## src/logic/soc_defines.svh

```systemverilog
////////////////////////////////////////
// Sizes and fixed values of the SoC bus fabric.
// Include wherever a memory size or constant word is needed.
////////////////////////////////////////
`ifndef SOC_DEFINES_SVH
`define SOC_DEFINES_SVH

// RAM depth in 32-bit words.
`define SOC_RAM_WORDS 256

// Transmit FIFO entries, a power of two.
`define SOC_UART_FIFO_DEPTH 8

`define SOC_UART_DIV_RESET 32'd16 // Clocks per bit after reset.

`define SOC_VERSION 32'h0001_8000

// Returned by reads from holes in the map.
`define SOC_UNMAPPED_RDATA 32'hdeadbeef

`endif

```

## src/logic/soc_pkg.sv

```systemverilog
////////////////////////////////////////
// Bus types shared by the fabric and its targets.
////////////////////////////////////////
`default_nettype none

package soc_pkg;

	////////////////////////////////////////
	// Memory bus
	////////////////////////////////////////

	// Held by the master until ready.
	typedef struct packed {
		logic        valid;
		logic [31:0] addr;
		logic [31:0] wdata;
		logic [3:0]  wstrb; // Zero for a read.
	} bus_req_t;

	typedef struct packed {
		logic        ready; // One cycle per transfer.
		logic [31:0] rdata;
	} bus_rsp_t;

	////////////////////////////////////////
	// Address map
	////////////////////////////////////////

	// Top nibble of the address. Other values are unmapped.
	typedef enum logic [3:0] {
		region_ram  = 4'h0,
		region_uart = 4'h1,
		region_ctrl = 4'h2
	} region_e;

endpackage

`default_nettype wire

```

## src/logic/bus_decoder.sv

```systemverilog
////////////////////////////////////////
// Routes master requests to one target by the top address nibble.
////////////////////////////////////////
`default_nettype none
`timescale 1ns/100ps
`include "soc_defines.svh"

module bus_decoder import soc_pkg::*; (
	input  logic     clk48m,
	input  logic     resetn,
	input  bus_req_t req,
	output bus_rsp_t rsp,
	output bus_req_t ram_req,
	output bus_req_t uart_req,
	output bus_req_t ctrl_req,
	input  bus_rsp_t ram_rsp,
	input  bus_rsp_t uart_rsp,
	input  bus_rsp_t ctrl_rsp
);

	logic sel_ram;
	logic sel_uart;
	logic sel_ctrl;

	always_comb begin
		sel_ram = 1'b0;
		sel_uart = 1'b0;
		sel_ctrl = 1'b0;
		case (req.addr[31:28])
			region_ram:  sel_ram = 1'b1;
			region_uart: sel_uart = 1'b1;
			region_ctrl: sel_ctrl = 1'b1;
			default: ; // Hole in the map.
		endcase
	end

	// Only the selected target sees valid.
	always_comb begin
		ram_req = req;
		uart_req = req;
		ctrl_req = req;
		ram_req.valid = req.valid && sel_ram;
		uart_req.valid = req.valid && sel_uart;
		ctrl_req.valid = req.valid && sel_ctrl;
	end

	always_comb begin
		if (sel_ram) begin
			rsp = ram_rsp;
		end else if (sel_uart) begin
			rsp = uart_rsp;
		end else if (sel_ctrl) begin
			rsp = ctrl_rsp;
		end else begin
			rsp.ready = req.valid; // Unmapped answers at once.
			rsp.rdata = `SOC_UNMAPPED_RDATA;
		end
	end

	a_one_ready: assert property (@(posedge clk48m) disable iff (!resetn)
		$onehot0({ram_rsp.ready, uart_rsp.ready, ctrl_rsp.ready}));

	// Master must hold its request until accepted.
	a_addr_hold: assert property (@(posedge clk48m) disable iff (!resetn)
		req.valid && !rsp.ready |=> req.valid && $stable(req.addr));

endmodule

`default_nettype wire

```

## config.mk

```make
export PLATFORM = sky130hd
export DESIGN_NAME = bus_decoder
export DESIGN_NICKNAME = d
export VERILOG_FILES = /design/src/logic/soc_pkg.sv /design/src/logic/bus_decoder.sv
export VERILOG_INCLUDE_DIRS = /design/src /design/src/logic
export SDC_FILE = /design/constraint.sdc
export NUM_CORES = 1
export LEC_CHECK = 0
export BUFFER_PORTS_ARGS = -buffer_cell sky130_fd_sc_hd__buf_2
export CAP_MARGIN = 5
export CORE_AREA = 2 2 157 159
export DETAILED_ROUTE_END_ITERATION = 7
export DIE_AREA = 0 0 159 161
export GPL_ROUTABILITY_DRIVEN = 0
export PLACE_DENSITY = 0.42
export SYNTH_ARGS = -nofsm -noshare
export SYNTH_HDL_FRONTEND = slang
export SYNTH_SLANG_ARGS = --single-unit
```

## constraint.sdc

```tcl
create_clock -name vclk -period 2.8
set_input_delay 0.56 -clock vclk [all_inputs]
set_output_delay 0.56 -clock vclk [all_outputs]
set_load 0.01 [all_outputs]
```

# Yosys cells after proc, flatten, opt, wreduce, memory -nomap -nowiden
# Cells that the tools add are included.
# word_totals
reg_bits	0
inputBits	170
out_inout_bits	240
word_cells	12
# classes
eq_ne	2
n_mux	6
n_reduce_logical	4
# op_table
operator	count
33-bit 2-to-1 mux	3
4-bit by 1-bit == test with 1-bit output (second input constant)	1
4-bit by 2-bit == test with 1-bit output (second input constant)	1
4-bit zero test	1
1-bit logical AND	3
1-bit 2-to-1 mux	3

# Logic depth before layout (Yosys ltp)
# logic_depth
depth_word	5
mapped_depth	5
ltp_nobuf	3

# Worst setup path after synthesis
# OpenSTA, ideal clock, no wires.
# synth_path
kind	input to output
from	input port req[67] (netlist bit)
to	output port rsp[10] (netlist bit)
arrival_ns	1.480
path_slack_ns	0.760
path_stages	5
n_path_buf	2
cell_sequence	or3_1 > buf_6 > nor2_8 > buf_8 > o2bb2ai_1
# synth_rtl
element	line_no	source
from (decl)	bus_decoder.sv:11	input bus_req_t req,
to (decl)	bus_decoder.sv:12	output bus_rsp_t rsp,

==> impl_metrics.py <==
metrics = {
    "timing": {
        "tightest_slew_ns": 0.364,
        "drv_slew": 0,
        "period_minus_slack_ns": 2.56,
        "final.period_utilization": 0.916,
        "setup_tns_ns": 0,
        "setup_viol_count_final": 0,
        "rsz0062_at_grt": "no",
        "hold_violations": 0,
        "slew_headroom": 0.757,
        "fmax_mhz": 390,
    },
    "worst_setup_path": {
        "worstPathCellList": "buf_2, or3_2, buf_4, a21oi_1, o2bb2ai_1, buf_2",
        "worst-setup-path-type": "in -> out",
        "crit_path_frequent_cell": "buf_2",
        "worst_setup_path_end_kind": "primary output",
        "required_ns": 2.24,
        "slowest_stage": "or3_2",
        "worst_path_largest_cell_delay_ns": 0.56,
        "start_kind": "input port",
        "crit_arrival_ns": 2.00,
        "cp_max_fo": 18,
    },
    "cts": {
        "cts_resized": 0,
        "cts_hold_buf": 0,
        "postCtsSetupRepairBufs": 0,
    },
    "cells_and_area": {
        "drive_gt1_frac": 0.588,
        "n_antenna_cell": 0,
        "seq_cells": 0,
        "nets": 456,
        "clkbuf_count": 0,
        "multi_input_area_sq_um": 689,
        "fillers": 2888,
        "syn2layout_area_growth_pct": -14.8,
        "fin_util": 0.0819,
        "regArea_sq_um": 0,
    },
    "floorplan": {
        "core_area_sq_mm": 0.0240,
        "fp.dieW_um": 159,
        "ioPinCount": 410,
        "die_height_um": 161,
        "die_area_sq_mm": 0.0256,
        "start_util": 0.0961,
        "rows": 57,
    },
    "placed_design": {
        "post-dp-hpwl_um": 7120,
        "port_buffers": 152,
    },
    "global_route": {
        "antenna_found_initial": 2,
        "grt_pass1_wl_um": 11700,
        "grt_max_degree": 22,
        "first_global_vias": 1766,
        "grt_usage": 0.0616,
        "grt_overflow": 0,
    },
    "synth": {
        "syn_area_sq_mm": 0.00230,
        "synth_cells": 336,
        "ys_warn_count": 0,
        "postSynthNetCount": 506,
        "synth.distinct_cells": 21,
        "synth_area_leaders": "buf_4 66%, o2bb2ai_1 9.1%, a21oi_1 7.2%",
        "synth_top_family_by_area": "buffers and inverters",
        "synth_mux_area_frac": 0,
        "postSynthAreaPerCell_sq_um": 6.86,
        "synthSimpleGateAreaFrac": 0.109,
        "yosysSeqAreaShare": 0,
        "synthAdderAreaFrac": 0,
        "synth_top_cell_by_area": "buf_4",
        "synth_xor_area_frac": 0,
        "yosysTopAreaCellShare": 0.665,
        "synth-compound-area-share": 0.190,
    },
    "run_status": {
        "status": "complete, no violations",
    },
    "route": {
        "dr.pass1.iters": 4,
        "wl_um": 8590,
        "drc_errors": 0,
        "route.detailed.vias_per_inst": 2.93,
        "wl_per_cell_um": 14.1,
        "vias": 1779,
        "drtIter0Drc": 56,
        "ant_nets": 0,
    },
    "pwr": {
        "peakVddDrop_uv": 30.3,
        "leakage_uw": 0.000875,
        "power_density_mw_per_mm2": 107,
    },
    "run": {
        "maxCapViolations": 0,
    },
    "worst_hold_path": {
        "hp-class": "in -> out",
    },
}
[cells in the mapped netlist]
master,n
o2bb2ai_1,24
nand2_1,8
nor2_8,1
a22oi_1,1
or4b_1,1
nor3_1,1
or4_1,1
clkbuf_1,5
a211o_1,1
nor2_1,33
inv_1,1
or3_1,2
and2_1,1
a21oi_1,33
o21ai_0,9
buf_4,204
nor4b_4,1
buf_8,2
buf_6,1
and3_1,2
buf_2,4
[final cells by class]
type               count  share of cell area
repair buffers       164               0.440
multi-input cells    119               0.351
inverters              1             0.00191
well taps            324               0.207
[power by group]
part | switching [uW] | internal [uW]
registers | 0 | 0
clock network | 0 | 0
logic | 109 | 101
total | 109 | 101
[per-stage QoR]
step                      hold WS (ns)  worst slack (ns)  total power [uW]  instance area [sq um]  instances
after global routing              1.12             0.130               234                   1960        608
after floorplan                   1.21             0.760               368                   2300        336
after global placement            1.12             0.213               214                   1960        608
after detailed placement          1.12             0.200               215                   1960        608
final                             1.12             0.236               210                   1960        608
after CTS                         1.12             0.195               216                   1960        608
[worst max-delay path, delay by kind of cell]
family	cells	cell delay [ns]
buf+inv	3	0.59
simple gates	1	0.56
compound gates	2	0.27
[logic make-up (layout without fill, tap and decap cells)]
logic type,count (synthesis),in the layout
buf+inv,217,165
compound gates,68,68
simple gates,51,51
[worst paths after layout]
check             startpoint          end  slack (ns)  cells past startpoint
setup / recovery     req[66]       rsp[6]        0.24                      6
hold / removal        req[5]  ctrl_req[5]        1.12                      0
[cell usage in the layout (no fill, tap or decap), types with 2 or more instances in the layout]
cell and instances:
o2bb2ai_1 24, o21ai_0 9, buf_2 152, nor2_1 33
nand2_1 8, buf_4 11, a21oi_1 33, and3_1 2
[metal layers]
layer | track usage | wire length (um) | vias to the layer above
met5 | 0 | 0 | -
li1 | - | - | 796
met1 | 0.0609 | 2800 | 738
met3 | 0.0231 | 1060 | 67
met2 | 0.107 | 4080 | 178
met4 | 0.0430 | 656 | 0
No activity file was read; power rests on OpenSTA's default activity.
