--- config.mk ---
export PLATFORM = sky130hd
export DESIGN_NAME = ctrl_regs
export DESIGN_NICKNAME = d
export VERILOG_FILES = /design/src/logic/soc_pkg.sv /design/src/logic/ctrl_regs.sv
export VERILOG_INCLUDE_DIRS = /design/src /design/src/logic
export SDC_FILE = /design/constraint.sdc
export NUM_CORES = 1
export LEC_CHECK = 0
export ABC_AREA = 1
export BUFFER_PORTS_ARGS = -buffer_cell sky130_fd_sc_hd__buf_2
export CAP_MARGIN = 40
export CORE_UTILIZATION = 36
export DETAILED_ROUTE_END_ITERATION = 6
export PLACE_DENSITY = 0.76
export SYNTH_ARGS = -nofsm -noshare
export SYNTH_HDL_FRONTEND = slang
export SYNTH_SLANG_ARGS = --single-unit
--- constraint.sdc ---
create_clock -name clk48m -period 1 [get_ports clk48m]
set_input_delay 0.2 -clock clk48m [delete_from_list [all_inputs] [get_ports clk48m]]
set_output_delay 0.2 -clock clk48m [all_outputs]
set_load 0.005 [all_outputs]
--- src/logic/soc_defines.svh ---
////////////////////////////////////////
// Sizes and fixed values of the SoC bus fabric.
// Include wherever a memory size or constant word is needed.
////////////////////////////////////////
`ifndef SOC_DEFINES_SVH
`define SOC_DEFINES_SVH

// RAM depth in 32-bit words.
`define SOC_RAM_WORDS 256

// Transmit FIFO entries, a power of two.
`define SOC_UART_FIFO_DEPTH 8

`define SOC_UART_DIV_RESET 32'd16 // Clocks per bit after reset.

`define SOC_VERSION 32'h0001_8000

// Returned by reads from holes in the map.
`define SOC_UNMAPPED_RDATA 32'hdeadbeef

`endif

--- src/logic/soc_pkg.sv ---
////////////////////////////////////////
// Bus types shared by the fabric and its targets.
////////////////////////////////////////
`default_nettype none

package soc_pkg;

	////////////////////////////////////////
	// Memory bus
	////////////////////////////////////////

	// Held by the master until ready.
	typedef struct packed {
		logic        valid;
		logic [31:0] addr;
		logic [31:0] wdata;
		logic [3:0]  wstrb; // Zero for a read.
	} bus_req_t;

	typedef struct packed {
		logic        ready; // One cycle per transfer.
		logic [31:0] rdata;
	} bus_rsp_t;

	////////////////////////////////////////
	// Address map
	////////////////////////////////////////

	// Top nibble of the address. Other values are unmapped.
	typedef enum logic [3:0] {
		region_ram  = 4'h0,
		region_uart = 4'h1,
		region_ctrl = 4'h2
	} region_e;

endpackage

`default_nettype wire

--- src/logic/ctrl_regs.sv ---
////////////////////////////////////////
// LED and general output registers with readback and version word.
////////////////////////////////////////
`default_nettype none
`timescale 1ns/100ps
`include "soc_defines.svh"

module ctrl_regs import soc_pkg::*; (
	input  logic        clk48m,
	input  logic        resetn,
	input  bus_req_t    req,
	output bus_rsp_t    rsp,
	output logic [5:0]  led,
	output logic [23:0] genio
);

	logic [2:0] index;
	logic       wr_en;

	assign index = req.addr[4:2];
	assign wr_en = req.valid && req.wstrb[0];

	////////////////////////////////////////
	// Register writes
	////////////////////////////////////////

	always_ff @(posedge clk48m) begin
		if (!resetn) begin
			led <= '0;
			genio <= '0;
		end else if (wr_en) begin
			if (index == 3'd0) begin
				led <= req.wdata[5:0];
			end else if (index == 3'd1) begin
				genio <= req.wdata[23:0];
			end
		end
	end

	////////////////////////////////////////
	// Readback
	////////////////////////////////////////

	always_comb begin
		case (index)
			3'd0:    rsp.rdata = {26'd0, led};
			3'd1:    rsp.rdata = {8'd0, genio};
			3'd2:    rsp.rdata = `SOC_VERSION;
			default: rsp.rdata = '0;
		endcase
	end

	assign rsp.ready = req.valid; // Same-cycle acknowledge.

endmodule

`default_nettype wire

### After elaboration in Yosys (flattened, before gate mapping)

Cells that the tools add are included.

* reduce and logical (&&, ||, !) cells: 4
* multiplexer cells: 1
* bitwise logic cells: 1
* eq/ne operators: 2

Operators with widths (number)
* one-hot mux 24 bit (3 select lines): 1
* == test 3 x 1 -> 1 bit, second input constant: 1
* == test 3 x 2 -> 1 bit, second input constant: 1
* zero test 3 bit: 1
* AND reduction 3 bit: 1
* AND reduction 2 bit: 1
* logical AND 1 bit: 1
* NOT 1 bit: 1

* logic and storage cells: 10
* input bits: 71
* bits in registers: 30

### Logic depth before layout (Yosys ltp)

Gate-level depths: netlist (run 1).

* depth in word-level cells: 3
* gate-level depth with buffers: 7

### Least setup slack after synthesis (run 1)

OpenSTA, ideal clock, no wires.

* path type: input to output
* start point: input port req[39] in the netlist's numbering
* end point: output port rsp[1] in the netlist's numbering
* path slack: 0.004 ns
* stages on the path: 4
* arrival time: 0.796 ns
* path through: nor2_4 -> nand2_1 -> buf_2 -> o22ai_1

RTL lines
* start: declaration: line ctrl_regs.sv:11 `input bus_req_t req,`
* end: declaration: line ctrl_regs.sv:12 `output bus_rsp_t rsp,`

==> results of run 1 <==
synthesized netlist by cell type:
master | instances | area (µm²)
o22ai_1 | 6 | 37.54
conb_1 | 1 | 3.750
o21ai_0 | 2 | 10.01
nor2_4 | 1 | 11.26
nand3_1 | 1 | 5.000
nand4_1 | 30 | 187.7
buf_4 | 9 | 67.56
inv_1 | 86 | 322.8
buf_2 | 9 | 45.04
nor2_1 | 47 | 176.4
clkbuf_1 | 3 | 11.26
nand3_4 | 1 | 17.52
buf_1 | 3 | 11.26
dfxtp_1 | 30 | 600.6
buf_6 | 1 | 11.26
nand2_1 | 64 | 240.2
per-layer routing:
metal  vias to the layer above  share of wire [%]
li1                       1038                  -
met1                       887                 44
met2                        70                 50
met3                         6                4.7
met4                         0                1.2
met5                         -                  0
worst max-delay path, delay by kind of cell:
kind | cells | cell delay (ns)
AND/OR/NAND/NOR | 2 | 0.27
buffers and inverters | 3 | 0.39
AO/OA/AOI/OAI | 1 | 0.09
power breakdown:
group	leakage (nW)	total [mW]	switching (mW)	internal, mW
Clock	0.0472	1.03	0.476	0.553
Sequential	0.247	1.24	0.0135	1.22
Combinational	1.24	0.512	0.288	0.224
Total	1.54	2.78	0.777	2.00
what timing repair did:
item | CTS | global route
setup endpoints to repair | 24 | 54
gates cloned | 0 | 1
hold buffers | 0 | 0
pin swaps | 6 | 36
gates resized for setup | 29 | 96
buffers inserted | 2 | 2
cell type report:
| cell class | instances | area, µm² |
|---|---|---|
| Fill cell | 446 | 1944 |
| Multi-Input combinational cell | 160 | 958.4 |
| Timing Repair Buffer | 109 | 708.2 |
| Sequential cell | 30 | 610.6 |
| Inverter | 86 | 322.8 |
| Tap cell | 67 | 83.83 |
| Clock buffer | 6 | 82.58 |
| Clock inverter | 2 | 12.51 |
logic make-up after synthesis:
family	after synthesis	share of synthesized area [%]
AO/OA/AOI/OAI	8	2.703
AND/OR/NAND/NOR	144	36.27
flip-flops	30	34.14
buffers and inverters	111	26.67
other	1	0.2132
worst paths after layout:
check,endpoint,cells past startpoint
max,rsp[1],6
min,genio[14],5
max reg2reg,genio[21],4
min reg2reg,led[0],4
stage by stage:
stage | power (mW) | hold WS, ns | setup TNS (ns) | cell area [µm²]
3_3_place_gp | 1.657 | 0.5189 | -9.108 | 2316
6_report | 2.777 | 0.2574 | -4.507 | 2779
2_1_floorplan | 1.508 | 0.4298 | 0 | 1785
5_1_grt | 2.913 | 0.2816 | -7.014 | 2779
4_1_cts | 2.724 | 0.2336 | -3.095 | 2519
3_5_place_dp | 1.662 | 0.5206 | -10.09 | 2316
sequential cells by signal, indices dropped and copies added, names as in the netlist:
name and flops:
genio 24, led 6
==> results.md, run 1 <==
* Max cap viols at 0
* Dpl cells at 447
* Part of the Yosys area used for sequential elements at 34.14%
* Data arrival, critical path at 0.96 ns
* Fmax at 0.8626 GHz
* Peak supply drop at 448.7 µV
* TritonCTS clock tree: built
* Initial Util at 37.25%
* Kind of critical path: in -> out
* Shortest period the worst path allows at 1.159 ns
* Initial antenna violation count at 0
* Max-slew headroom at 65.29%
* Failing checks: setup timing
* Routed wire per std cell at 10.77 µm
* Yosys warns at 0
* Nets at 463
* Non-filler cells in the finished layout at 460
* Final cell utilization of the core at 58.83%
* DP Worst Slack at -0.3134 ns
* Via density at 4.350
* Vias in the first global route at 1740
* Worst min-delay path class: in -> reg
* Die area at 5170 µm²
* GRT met1 Usage at 22.07%
* Gpl congestion at 0.7553
* Overflow after GRT at 0
* Vias at 2001
* Crit path cell chain: buf_6 > nor2_4 > nand2_4 > buf_6 > o22ai_2 > buf_2
* Syn avg cell area at 5.984 µm²
* Final setup viols at 51
* CTS clk-pin slew, worst paths at 0.07 ns
* Netlist Area Pre-Place at 1759 µm²
* Clk_skew at 0 ns
* CTS H-tree depth at 2
* Worst Setup SP: req[39]
* Status: finished with violations
* Die W at 71.91 µm
* R2R setup slack at 0.29 ns
* Fraction of final layout cells with drive strength greater than 1 at 53.18%
* Worst r2r src: genio[21]
* # rows at 25
* Core area at 4723 µm²
* CP peak stage delay at 0.17 ns
* Clock root cell: clkbuf_8
* DRC errors left at 0
* First DRT Iteration DRCs at 88
* I/O pin count at 134
* Clock sinks at 30
* Worst Max-Slew Pin Slew at 0.5206 ns
* Area growth syn-to-layout at 57.97%
* GR Util met3 at 3.194%
* Yosys cell types at 16
* Critical path fanouts, max at 7
* Port Buffers at 85
* Mapped Cells at 294
* GR peak layer: met2
* Unrepaired setup endpoints after global routing: true
* N_diodes at 0
* Die H at 71.91 µm
* Commonest non-fill, non-tap cells in the layout: buf_2, inv_1, nand2_1
* ANT nets after route at 0
* Routed WL at 4.952 mm
* GRT Overall Usage at 18.28%
* Slowest stage cell, crit path: nor2_4
* Synthesized flop and latch total at 30
* Startpoint types: input port
* Hpwl dp at 3.318 mm
* Later-pin clock latency in the skew report at 0.28 ns
* Required time worst endpoint at 0.80 ns
* CTS Buffer Depth at 2
* Static leakage at 1.535 nW
* Beginning of the worst hold path: req[18]
* Met2 usage at 32.49%
* Final hold violations at 0
* Commonest non-fill, non-tap cell in the layout: buf_2
* Global-route wire length before repair at 7.389 mm
* TritonCTS buffer count at 5
* Most used cell, CP: buf_6
* Drt first pass iters at 4
* Power per cell area at 999.2 nW/µm²
* Crit path capture type: primary output
* Tcrit/Tclk final at 115.9%
* Max-slew violation count at 0
* Largest net degree at the start of global routing at 31
* Setup slack after layout at -0.1593 ns
Power figures use the tool's default switching activity.
==> run 2: changes to the inputs <==
- RECOVER_POWER: default -> 25
==> results.md, run 2 (same netlist as run 1, synthesis figures left out) <==
* Status: finished with violations
* Failing checks: setup timing
* Overflow after GRT at 0 (unchanged)
* ANT nets after route at 0 (unchanged)
* Worst Max-Slew Pin Slew at 0.5206 ns (unchanged)
* N_diodes at 0 (unchanged)
* I/O pin count at 134 (unchanged)
* Final setup viols at 51 (unchanged)
* Beginning of the worst hold path: req[18]
* Via density at 4.350 (unchanged)
* CTS H-tree depth at 2 (unchanged)
* Largest register FFs at 24 (unchanged)
* Kind of critical path: in -> out
* Fraction of final layout cells with drive strength greater than 1 at 52.93% (-0.25 points)
* CTS clk-pin slew, worst paths at 0.07 ns (about the same)
* Data arrival, critical path at 0.96 ns (about the same)
* Clock sinks at 30 (unchanged)
* Hold buffer count at CTS at 0 (unchanged)
* Clk_skew at 0 ns (unchanged)
* Final cell utilization of the core at 58.81% (about the same)
* Worst r2r src: genio[21]
* Biggest register: genio
* Routed wire per std cell at 10.77 µm (unchanged)
* Non-filler cells in the finished layout at 460 (unchanged)
* Die area at 5170 µm² (unchanged)
* Die W at 71.91 µm (unchanged)
* Largest net degree at the start of global routing at 31 (unchanged)
* Fin Setup TNS at -4.511 ns (-0.003550 ns)
* CTS Buffer Depth at 2 (unchanged)
* Post-DP Area at 2316 µm² (unchanged)
* DRC errors left at 0 (unchanged)
* Initial Util at 37.25% (unchanged)
* First DRT Iteration DRCs at 88 (unchanged)
* Max cap viols at 0 (unchanged)
* Setup slack after layout at -0.1593 ns (unchanged)
* Fillcell total at 445 (-0.22%)
* Shortest period the worst path allows at 1.159 ns (unchanged)
* Later-pin clock latency in the skew report at 0.28 ns (about the same)
* Drt first pass iters at 4 (unchanged)
* Vias in the first global route at 1740 (unchanged)
* Startpoint types: input port
* Post-route cell area at 2778 µm² (about the same)
* Peak supply drop at 448.7 µV (unchanged)
* Max-slew headroom at 65.29% (unchanged)
* Unrepaired setup endpoints after global routing: true
* Routed WL at 4.952 mm (unchanged)
* Hpwl dp at 3.318 mm (unchanged)
* Global-route wire length before repair at 7.389 mm (unchanged)
* Critical path fanouts, max at 7 (unchanged)
* Area growth syn-to-layout at 57.89% (about the same)
* TritonCTS clock tree: built
* Port Buffers at 85 (unchanged)
* TritonCTS buffer count at 5 (unchanged)
* Die H at 71.91 µm (unchanged)
* Worst min-delay path class: in -> reg
* Fmax at 0.8626 GHz (unchanged)
* Clock root cell: clkbuf_8
* Power per cell area at 999.6 nW/µm² (about the same)
* Commonest non-fill, non-tap cell in the layout: buf_2
* Biggest regs: genio x24, led x6
* Final hold violations at 0 (unchanged)
* Crit path capture type: primary output
* Dpl cells at 447 (unchanged)
* Core area at 4723 µm² (unchanged)
* Gpl congestion at 0.7553 (unchanged)
* GRT Overall Usage at 18.28% (unchanged)
* Initial antenna violation count at 0 (unchanged)
* Commonest non-fill, non-tap cells in the layout: buf_2, inv_1, nand2_1
* Max-slew violation count at 0 (unchanged)
* Static leakage at 1.535 nW (about the same)
* Nets at 463 (unchanged)
* Vias at 2001 (unchanged)
* # rows at 25 (unchanged)
* Required time worst endpoint at 0.80 ns (about the same)
* Worst Setup SP: req[39]
* Tcrit/Tclk final at 115.9% (unchanged)
## run 2: changes by cell type in the layout (fill, tap and decap cells not counted)
cell,before,now
dfxtp_1,22,23
dfxtp_2,8,7
## run 2: worst paths after layout
| kind | to | slack, ns | depth (start not counted) |
|---|---|---|---|
| max | rsp[1] | -0.16 | 6 |
| min | genio[14] | 0.26 | 5 |
| min reg2reg | led[0] | 0.52 | 4 |
| max reg2reg | genio[21] | 0.30 | 4 |
## run 2: final cells by class
cell class / instances / area, µm² / share of cell area (%)
Clock buffer: 6 / 82.58 / 2.973
Clock inverter: 2 / 12.51 / 0.4505
Inverter: 86 / 322.8 / 11.62
Multi-Input combinational cell: 160 / 958.4 / 34.50
Sequential cell: 30 / 609.3 / 21.94
Tap cell: 67 / 83.83 / 3.018
Timing Repair Buffer: 109 / 708.2 / 25.50
## run 2: power by group
part	internal, mW	switching, mW	total (mW)
logic	0.224	0.288	0.512
clock network	0.553	0.476	1.03
registers	1.22	0.0135	1.24
## run 2: critical path, cell delays in order
cell and delay (ns):
buf_6 0.10, nor2_4 0.17, nand2_4 0.10, buf_6 0.16, o22ai_2 0.09, buf_2 0.13
## run 2: layer usage
metal / vias to the layer above / GRT usage, % / wire length (µm)
li1: 1038 / - / -
met1: 887 / 22.07 / 2181
met2: 70 / 32.49 / 2475
met3: 6 / 3.194 / 233
met4: 0 / 6.754 / 61
met5: - / 0 / 0
## run 2: timing repair
action                                  in CTS  in global routing
endpoints found under the setup margin      24                 54
cloned                                       0                  1
buffers inserted                             2                  2
resized for setup                           29                 96
pin swaps                                    6                 36
## run 2: stage by stage
stage | worst slack (ns) | hold WS (ns) | power [mW]
5_1_grt | -0.1935 | 0.2816 | 2.913
4_1_cts | -0.1756 | 0.2336 | 2.724
3_5_place_dp | -0.3134 | 0.5206 | 1.662
2_1_floorplan | 0.003596 | 0.4298 | 1.508
6_report | -0.1593 | 0.2574 | 2.776
3_3_place_gp | -0.2928 | 0.5189 | 1.657
