--- config.mk ---
export PLATFORM = sky130hd
export DESIGN_NAME = uart_tx
export DESIGN_NICKNAME = d
export VERILOG_FILES = /design/src/logic/soc_pkg.sv /design/src/logic/uart_tx.sv
export VERILOG_INCLUDE_DIRS = /design/src /design/src/logic
export SDC_FILE = /design/constraint.sdc
export NUM_CORES = 1
export LEC_CHECK = 0
export ABC_CLOCK_PERIOD_IN_PS = 7200
export BUFFER_PORTS_ARGS = -buffer_cell sky130_fd_sc_hd__buf_2
export CAP_MARGIN = 30
export CORE_UTILIZATION = 35
export CTS_CLUSTER_DIAMETER = 200
export DETAILED_ROUTE_END_ITERATION = 10
export GPL_ROUTABILITY_DRIVEN = 0
export SETUP_SLACK_MARGIN = 0.05
export SKIP_CTS_REPAIR_TIMING = 1
export SYNTH_ARGS = -nofsm -noshare
export SYNTH_HDL_FRONTEND = slang
export SYNTH_SLANG_ARGS = --single-unit
--- constraint.sdc ---
create_clock -name clk48m -period 7.2 [get_ports clk48m]
set_input_delay 0.72 -clock clk48m [delete_from_list [all_inputs] [get_ports clk48m]]
set_output_delay 0.72 -clock clk48m [all_outputs]
set_load 0.05 [all_outputs]
--- src/logic/soc_defines.svh ---
////////////////////////////////////////
// Sizes and fixed values of the SoC bus fabric.
// Include wherever a memory size or constant word is needed.
////////////////////////////////////////
`ifndef SOC_DEFINES_SVH
`define SOC_DEFINES_SVH

// RAM depth in 32-bit words.
`define SOC_RAM_WORDS 256

// Transmit FIFO entries, a power of two.
`define SOC_UART_FIFO_DEPTH 8

`define SOC_UART_DIV_RESET 32'd16 // Clocks per bit after reset.

`define SOC_VERSION 32'h0001_8000

// Returned by reads from holes in the map.
`define SOC_UNMAPPED_RDATA 32'hdeadbeef

`endif

--- src/logic/soc_pkg.sv ---
////////////////////////////////////////
// Bus types shared by the fabric and its targets.
////////////////////////////////////////
`default_nettype none

package soc_pkg;

	////////////////////////////////////////
	// Memory bus
	////////////////////////////////////////

	// Held by the master until ready.
	typedef struct packed {
		logic        valid;
		logic [31:0] addr;
		logic [31:0] wdata;
		logic [3:0]  wstrb; // Zero for a read.
	} bus_req_t;

	typedef struct packed {
		logic        ready; // One cycle per transfer.
		logic [31:0] rdata;
	} bus_rsp_t;

	////////////////////////////////////////
	// Address map
	////////////////////////////////////////

	// Top nibble of the address. Other values are unmapped.
	typedef enum logic [3:0] {
		region_ram  = 4'h0,
		region_uart = 4'h1,
		region_ctrl = 4'h2
	} region_e;

endpackage

`default_nettype wire

--- src/logic/uart_tx.sv ---
////////////////////////////////////////
// Transmit UART with byte FIFO. Data register at offset 0, divider at 4.
////////////////////////////////////////
`default_nettype none
`timescale 1ns/100ps
`include "soc_defines.svh"

module uart_tx import soc_pkg::*; (
	input  logic     clk48m,
	input  logic     resetn,
	input  bus_req_t req,
	output bus_rsp_t rsp,
	output logic     ser_tx
);

	localparam int DEPTH = `SOC_UART_FIFO_DEPTH;
	localparam int PTR_W = $clog2(DEPTH);
	localparam int CNT_W = PTR_W + 1;

	logic [31:0]      div_q;
	logic [7:0]       fifo_mem [DEPTH];
	logic [PTR_W-1:0] wr_ptr;
	logic [PTR_W-1:0] rd_ptr;
	logic [CNT_W-1:0] fifo_cnt;
	logic [CNT_W-1:0] free_cnt;
	logic             fifo_full;
	logic             fifo_empty;
	logic             dat_sel;
	logic             dat_wr;
	logic             push;
	logic             pop;
	logic [9:0]       tx_shift;
	logic [3:0]       tx_bits;
	logic [31:0]      tx_clk;
	logic [31:0]      tx_div;
	logic             bit_end;

	assign dat_sel = !req.addr[2];
	assign dat_wr = req.valid && dat_sel && req.wstrb[0];
	assign fifo_full = fifo_cnt == CNT_W'(DEPTH);
	assign fifo_empty = fifo_cnt == '0;
	assign free_cnt = CNT_W'(DEPTH) - fifo_cnt;
	assign push = dat_wr && !fifo_full;

	assign rsp.ready = req.valid && !(dat_wr && fifo_full); // Stall on full.
	assign rsp.rdata = dat_sel ? {{(32-CNT_W){1'b0}}, free_cnt} : div_q;

	always_ff @(posedge clk48m) begin
		if (!resetn) begin
			div_q <= `SOC_UART_DIV_RESET;
		end else if (req.valid && !dat_sel && req.wstrb[0]) begin
			div_q <= req.wdata;
		end
	end

	////////////////////////////////////////
	// Transmit FIFO
	////////////////////////////////////////

	always_ff @(posedge clk48m) begin
		if (push) begin
			fifo_mem[wr_ptr] <= req.wdata[7:0];
		end
	end

	// Pointers wrap on their own.
	always_ff @(posedge clk48m) begin
		if (!resetn) begin
			wr_ptr <= '0;
			rd_ptr <= '0;
			fifo_cnt <= '0;
		end else begin
			if (push) begin
				wr_ptr <= wr_ptr + 1'b1;
			end
			if (pop) begin
				rd_ptr <= rd_ptr + 1'b1;
			end
			case ({push, pop})
				2'b10:   fifo_cnt <= fifo_cnt + 1'b1;
				2'b01:   fifo_cnt <= fifo_cnt - 1'b1;
				default: ;
			endcase
		end
	end

	////////////////////////////////////////
	// Serializer
	////////////////////////////////////////

	assign bit_end = tx_clk == tx_div - 32'd1;
	// Load on idle or at the end of the stop bit.
	assign pop = !fifo_empty && (tx_bits == '0 || (tx_bits == 4'd1 && bit_end));

	always_ff @(posedge clk48m) begin
		if (!resetn) begin
			tx_shift <= '1;
			tx_bits <= '0;
			tx_clk <= '0;
			tx_div <= `SOC_UART_DIV_RESET;
		end else if (pop) begin
			tx_shift <= {1'b1, fifo_mem[rd_ptr], 1'b0}; // Stop, data, start.
			tx_bits <= 4'd10;
			tx_clk <= '0;
			tx_div <= div_q; // Divider fixed per frame.
		end else if (tx_bits != '0) begin
			if (bit_end) begin
				tx_shift <= {1'b1, tx_shift[9:1]};
				tx_bits <= tx_bits - 4'd1;
				tx_clk <= '0;
			end else begin
				tx_clk <= tx_clk + 32'd1;
			end
		end
	end

	assign ser_tx = tx_shift[0];

	// Write pointer holds while full.
	a_no_push_full: assert property (@(posedge clk48m) disable iff (!resetn)
		fifo_full |=> $stable(wr_ptr));

	// Read pointer holds while empty.
	a_no_pop_empty: assert property (@(posedge clk48m) disable iff (!resetn)
		fifo_empty |=> $stable(rd_ptr));

endmodule

`default_nettype wire

; ---- Word-level counts from Yosys, hierarchy flattened
; Memory sizes are Yosys's and may differ from the RTL's. A register that Yosys moved wholly into a read port is not among the register bits.
; Cells that the tools add are included.
; W data, S select, Z words.
[word_totals]
out_inout_bits = 34
romBits = 0
ramBits = 64
elab_cells = 60
ff_bits = 119
inputBits = 71
n_memories = 1
latch_bits = 0
[classes]
n_mux = 13
order_cmp = 0
n_eq_ne = 5
n_div = 0
reduce_logical = 23
n_mul = 0
bitwise = 1
n_shift = 0
add_sub_neg = 8
[mem_list]
columns = memory, depth, width, rd, rd_clocked_by_memory_dff, write_ports, line_no
row1 = fifo_mem, 8, 8, 1, 1, 1, uart_tx.sv:21  ; logic [7:0] fifo_mem [DEPTH];
[op_table]
columns = cell, count
row1 = $mux W32, 2
row2 = $add A32 B1 Y32 const B, 1
row3 = $eq A32 B32 Y1, 1
row4 = $sub A32 B1 Y32 const B, 1
row5 = $mux W9, 3
row6 = $mux W4, 3
row7 = $logic_and A1 B1 Y1, 9
row8 = $logic_not A4 Y1, 2
row9 = $pmux W4 S2, 1
row10 = $sub A4 B1 Y4 const B, 2
row11 = $add A3 B1 Y3 const B, 2
row12 = $mux W3, 2
row13 = $reduce_bool A2 Y1, 3
row14 = $add A4 B1 Y4 const B, 1
row15 = $eq A4 B1 Y1 const B, 1
row16 = $eq A4 B4 Y1 const B, 1
row17 = $logic_not A1 Y1, 4
row18 = $reduce_and A2 Y1, 2
row19 = $reduce_bool A4 Y1, 1
row20 = $sub A4 B4 Y4 const A, 1
row21 = $eq A2 B1 Y1 const B, 1
row22 = $eq A2 B2 Y1 const B, 1
row23 = $mux W1, 2
row24 = $reduce_or A2 Y1, 1
row25 = other kinds (2), 2

; ---- Depth between registers and ports, before layout
[logic_depth]
ltp_word = 7
mapped_depth = 20
depth_no_buf = 17

; ---- Least setup slack after synthesis
; Ideal clock, no wire load.
[synth_timing]
path_kind = flip-flop to flip-flop
startpoint = reg tx_div[0]
endpoint = reg fifo_cnt[2]
t_required_ps = 7130
arrival_time_ps = 3966
setup_slack_ps = 3163
setup_time_ps = 70
period_less_slack_ps = 4037
n_path_buf = 3
stages_incl_launch_ff = 20
cell_sequence = dfxtp_1 -> inv_1 -> ha_1 -> buf_2 -> nor4b_1 -> and4_1 -> buf_2 -> a41o_1 -> o2111ai_1 -> or4_4 -> o21a_1 -> clkinv_1 -> buf_4 -> ha_1 -> xor2_1 -> ha_1 -> a21oi_1 -> xor2_1 -> or3_1 -> a21oi_1
[synth_via]
elab_chain_cells = 7
elab_cells_between_ends = 9
cone_classes = 1 x add/sub / 3 x eq/ne / 1 x mux / 4 x reduce/logical
[synth_rtl]
columns = item, line_no
row1 = "start, declared", uart_tx.sv:35  ; logic [31:0] tx_div;
row2 = "start signal, assigned", uart_tx.sv:100  ; tx_div <= `SOC_UART_DIV_RESET;
row3 = "start signal, assigned", uart_tx.sv:105  ; tx_div <= div_q;
row4 = $sub A32 B1 Y32 *, uart_tx.sv:91  ; assign bit_end = tx_clk == tx_div - 32'd1;
row5 = $eq A32 B32 Y1 *, uart_tx.sv:91
row6 = $logic_and A1 B1 Y1 *, uart_tx.sv:93  ; assign pop = !fifo_empty && (tx_bits == '0 || (tx_bits == 4'd1 && bit_end));
row7 = $logic_or A1 B1 Y1 *, uart_tx.sv:93
row8 = $logic_and A1 B1 Y1 *, uart_tx.sv:93
row9 = $eq A2 B1 Y1 or $eq A2 B2 Y1 (tied branches), uart_tx.sv:79  ; case ({push, pop})
row10 = $pmux W4 S2 or $reduce_bool A2 Y1 (tied branches), -
row11 = "end signal, assigned", uart_tx.sv:80  ; 2'b10: fifo_cnt <= fifo_cnt + 1'b1;
row12 = "end signal, assigned", uart_tx.sv:81  ; 2'b01: fifo_cnt <= fifo_cnt - 1'b1;
row13 = "end, declared", uart_tx.sv:24  ; logic [CNT_W-1:0] fifo_cnt;
; Every way passes the cells marked *; elsewhere a longest branch is shown, timed or not.
; A chain may end at the register's enable or synchronous reset.

; ---- Final worst setup path
; Ends and elaborated chain as after synthesis.

==> implementation parameters <==
Parameter                              Value

Timing
  Slew at the pin with the worst max-slew slack ... 0.899 ns
  Min Clock Period, post-route ... 4.62 ns
  Post-route setup TNS ... 0 ns
  Max transition margin ... 39.9%
  Max Transition Viols Final ... 0
  Fmax ... 0.216 GHz
  Post-route clock period utilization ... 64.2%
  Setup repair after global routing missed its margin ... no
  Final hold violation count ... 0
  Clock skew ... 0.0131 ns
  Final setup violation count ... 0

Global routing
  Antenna violations before repair ... 0
  Number of global-route vias before repair ... 6237
  Overflow left after global routing ... 0
  Global-route wire length before repair ... 33200 µm
  Gr usage total ... 16.4%
  Pin count of the biggest net entering global routing ... 80

Clock network
  Worst-Skew Late Latency ... 0.45 ns
  Deepest level of the CTS H-tree ... 4
  Root Buffer Master ... clkbuf_16
  Clock Path Buffers ... 2
  Num CTS Buffers ... 17
  Clock transition at the registers of the reported paths ... 0.08 ns
  TritonCTS clock tree ... done
  Clk sink count ... 186

Setup path
  Capturing element type of the critical path ... register
  Cell with the largest stage delay on the worst path ... nor4b_1
  Startpoint kind of the worst setup timing path ... register
  Maximum single-stage delay on the critical path ... 0.67 ns
  Required time of the critical path ... 7.57 ns
  Worst path arrival time ... 4.99 ns
  Type of the worst setup path ... reg -> reg
  Maximum fanout encountered on the critical timing path ... 8
  Cells along the critical path ... inv_1, ha_1, nor4b_1, and4_1, a21oi_1, nor4b_1, nand4_1, a211o_1, o21a_2, clkinv_1, ha_1, xor2_1, ha_1, a21oi_1, xor2_1, or3_1, a21oi_1

Pwr
  Maximum vdd ir drop ... 0.000245 V
  P_sw ... 0.00111 W
  Sw Ratio ... 35.1%
  Register share of total power ... 38.9%
  Total power per unit cell area ... 312 nW/µm²
  Internal portion of total power ... 0.00205 W
  Gate power share ... 29.2%
  Share of total power in the clock network ... 31.9%
  Lkg Pwr ... 3.85 nW

Layout
  Nets ... 995
  Register area ... 4360 µm²
  Share of cells above drive strength 1 ... 16.8%
  Multi-input gate area in the final layout ... 4180 µm²
  Number of filler cells placed in the layout ... 2370
  Utilization after layout ... 41.2%
  Area delta synth->final ... 14.4%
  N_diodes ... 0

Placed design
  Detailed placement HPWL ... 14400 µm
  IO Port Bufs ... 70

Route
  Final WL ... 20500 µm
  First-pass DRT Iterations ... 5
  Post-route ant nets ... 0
  Average wire length per cell after detail routing ... 16.4 µm
  Iteration-0 DRC count of the detailed router ... 431
  Post-detailed-route via-to-cell ratio ... 5.10
  Via total after detailed routing ... 6380
  Number of remaining DRC errors ... 0

Floorplan
  Initial core utilization ... 36.0%
  Vertical die dimension ... 161 µm
  Number of cell rows ... 57
  Die footprint ... 26000 µm²
  Core region area ... 24600 µm²
  Number of ports placed on the die boundary ... 105
  Die X ... 161 µm

Logic synthesis
  Average size of a mapped cell ... 10.2 µm²
  Most used flip-flop cell after synthesis ... dfxtp_1
  Part of the Yosys area used for sequential elements ... 49.3%
  Cells after synthesis ... 866
  Post-Synthesis Cell Area ... 8860 µm²
  Number of synthesized register bits ... 186
  Warning count from the yosys run ... 0
  Syn Nets ... 948
  Number of distinct library cells after synthesis ... 68
  Number of flops mapped to enable cells by yosys ... 64
  Async set-or-reset flop fraction in the synthesized netlist ... 0%

Flow run
  Maxcap violations ... 0

Min path
  Kind of path behind the tightest hold check ... reg -> reg

Outcome
  Result of the run ... complete, no violations
synth_stat cells (5+ instances only):
| library cell | instances | share of area (%) |
|---|---|---|
| buf_6 | 5 | 0.64 |
| edfxtp_1 | 64 | 22 |
| dfxtp_1 | 122 | 28 |
| nand2_1 | 99 | 4.2 |
| nand3b_1 | 11 | 0.93 |
| mux4_2 | 16 | 4.1 |
| nand4_1 | 9 | 0.64 |
| nor2_1 | 98 | 4.2 |
| nor4_1 | 7 | 0.49 |
| a21oi_1 | 44 | 2.5 |
| ha_1 | 11 | 1.6 |
| or3_1 | 7 | 0.49 |
| mux2i_1 | 44 | 5.0 |
| nand3_1 | 21 | 1.2 |
| clkbuf_1 | 36 | 1.5 |
| and4_1 | 6 | 0.59 |
| o21ai_0 | 11 | 0.62 |
| and2_1 | 31 | 2.2 |
| and3_1 | 8 | 0.56 |
| inv_1 | 16 | 0.68 |
| mux2_2 | 9 | 1.1 |
| o211ai_1 | 11 | 0.93 |
| xnor2_1 | 38 | 3.8 |
| xor2_1 | 40 | 4.0 |
| buf_2 | 7 | 0.40 |
| or4_1 | 7 | 0.59 |
| nor3_1 | 20 | 1.1 |
cell type report:
type	count	area share, %
clock buffers	17	4.20
clock inverters	15	2.22
inverters	18	0.667
multi-input cells	609	41.2
flip-flops and latches	186	43.1
well taps	324	4.00
repair buffers	81	4.64
layer usage:
metal	part of all wire, %	track usage (%)	vias up
met5	0	0	-
met4	1.6	5.75	0
met3	3.6	2.52	22
met2	46	25.9	110
met1	49	22.7	3098
li1	-	-	3150
cells by family after synthesis:
| group | Yosys count | share of synthesized area [%] |
|---|---|---|
| buffers and inverters | 71 | 3.62 |
| xor gates and xnor gates | 78 | 7.71 |
| AOI/OAI and AO/OA | 101 | 7.39 |
| muxes | 69 | 10.2 |
| and+or+nand+nor | 350 | 20.3 |
| DFF | 186 | 49.3 |
| adders and majority gates | 11 | 1.55 |
cells in the final DEF, fill, tap and decap left out, types with 3 or more instances in the layout:
cell type	synthesis	routed
and3_1	8	8
nand3b_1	11	11
nand4_1	9	9
and2_1	31	31
clkbuf_16	0	17
xnor2_1	38	38
nor2_1	98	98
mux4_2	16	16
o21ai_0	11	11
edfxtp_1	64	64
nand2_1	99	99
nor4b_1	4	4
o211ai_1	11	11
nor3_2	3	3
inv_8	0	3
a211oi_1	3	3
ha_1	11	11
buf_4	2	8
inv_12	0	6
a21oi_1	44	44
mux2i_1	44	44
xor2_1	40	40
or3_1	7	7
mux2_2	9	9
nor3_1	20	20
and4_1	6	6
nor4_1	7	7
dfxtp_1	122	122
clkinv_8	0	4
buf_2	7	71
a31oi_1	3	3
nand3_1	21	21
o31ai_1	4	4
nand2b_1	4	4
inv_1	16	16
or4_1	7	7
flip-flops by register name (all words and copies together), names as in the netlist, named ones only:
| register | flops |
|---|---|
| fifo_mem | 64 |
| div_q | 32 |
| tx_clk | 32 |
| tx_div | 32 |
| tx_shift | 9 |
| fifo_cnt | 4 |
| tx_bits | 4 |
| rd_ptr | 3 |
| wr_ptr | 3 |
power groups by stage:
| stage | Combinational [W] | Clock, W | Sequential (W) |
|---|---|---|---|
| finish | 0.000923 | 0.00101 | 0.00123 |
| global route | 0.00101 | 0.00107 | 0.00124 |
| CTS | 0.000926 | 0.00103 | 0.00123 |
| detailed placement | 0.000922 | 0 | 0.00125 |
| global placement | 0.000868 | 0 | 0.00127 |
| floorplan | 0.000750 | 0 | 0.00122 |
per-stage QoR:
stage / setup slack [ns] / std cells / total power [W] / cell area (µm²) / hold WS (ns)
6_report: 2.58 / 1250 / 0.00316 / 10100 / 0.465
3_5_place_dp: 2.72 / 1218 / 0.00218 / 9480 / 0.456
2_1_floorplan: 3.16 / 866 / 0.00197 / 8860 / 0.444
4_1_cts: 2.66 / 1250 / 0.00318 / 10100 / 0.467
5_1_grt: 2.17 / 1250 / 0.00332 / 10100 / 0.502
3_3_place_gp: 2.66 / 1215 / 0.00214 / 9420 / 0.453
path summary, 6_finish.rpt:
check                               start          end  slack (ns)  cells after the start
worst max register to register  tx_div[0]  fifo_cnt[2]        2.58                     17
worst min register to register   div_q[7]     div_q[7]        0.47                      2
worst min-delay path             div_q[7]     div_q[7]        0.47                      2
worst max-delay path            tx_div[0]  fifo_cnt[2]        2.58                     17
critical path, delay by kind of cell (launching register included):
kind / cells / cell delay, ns
AOI/OAI and AO/OA: 5 / 0.78
and+or+nand+nor: 5 / 2.14
buffers and inverters: 2 / 0.17
xor gates and xnor gates: 2 / 0.33
DFF: 1 / 0.39
adders and majority gates: 3 / 0.72
Power figures use the tool's default switching activity.
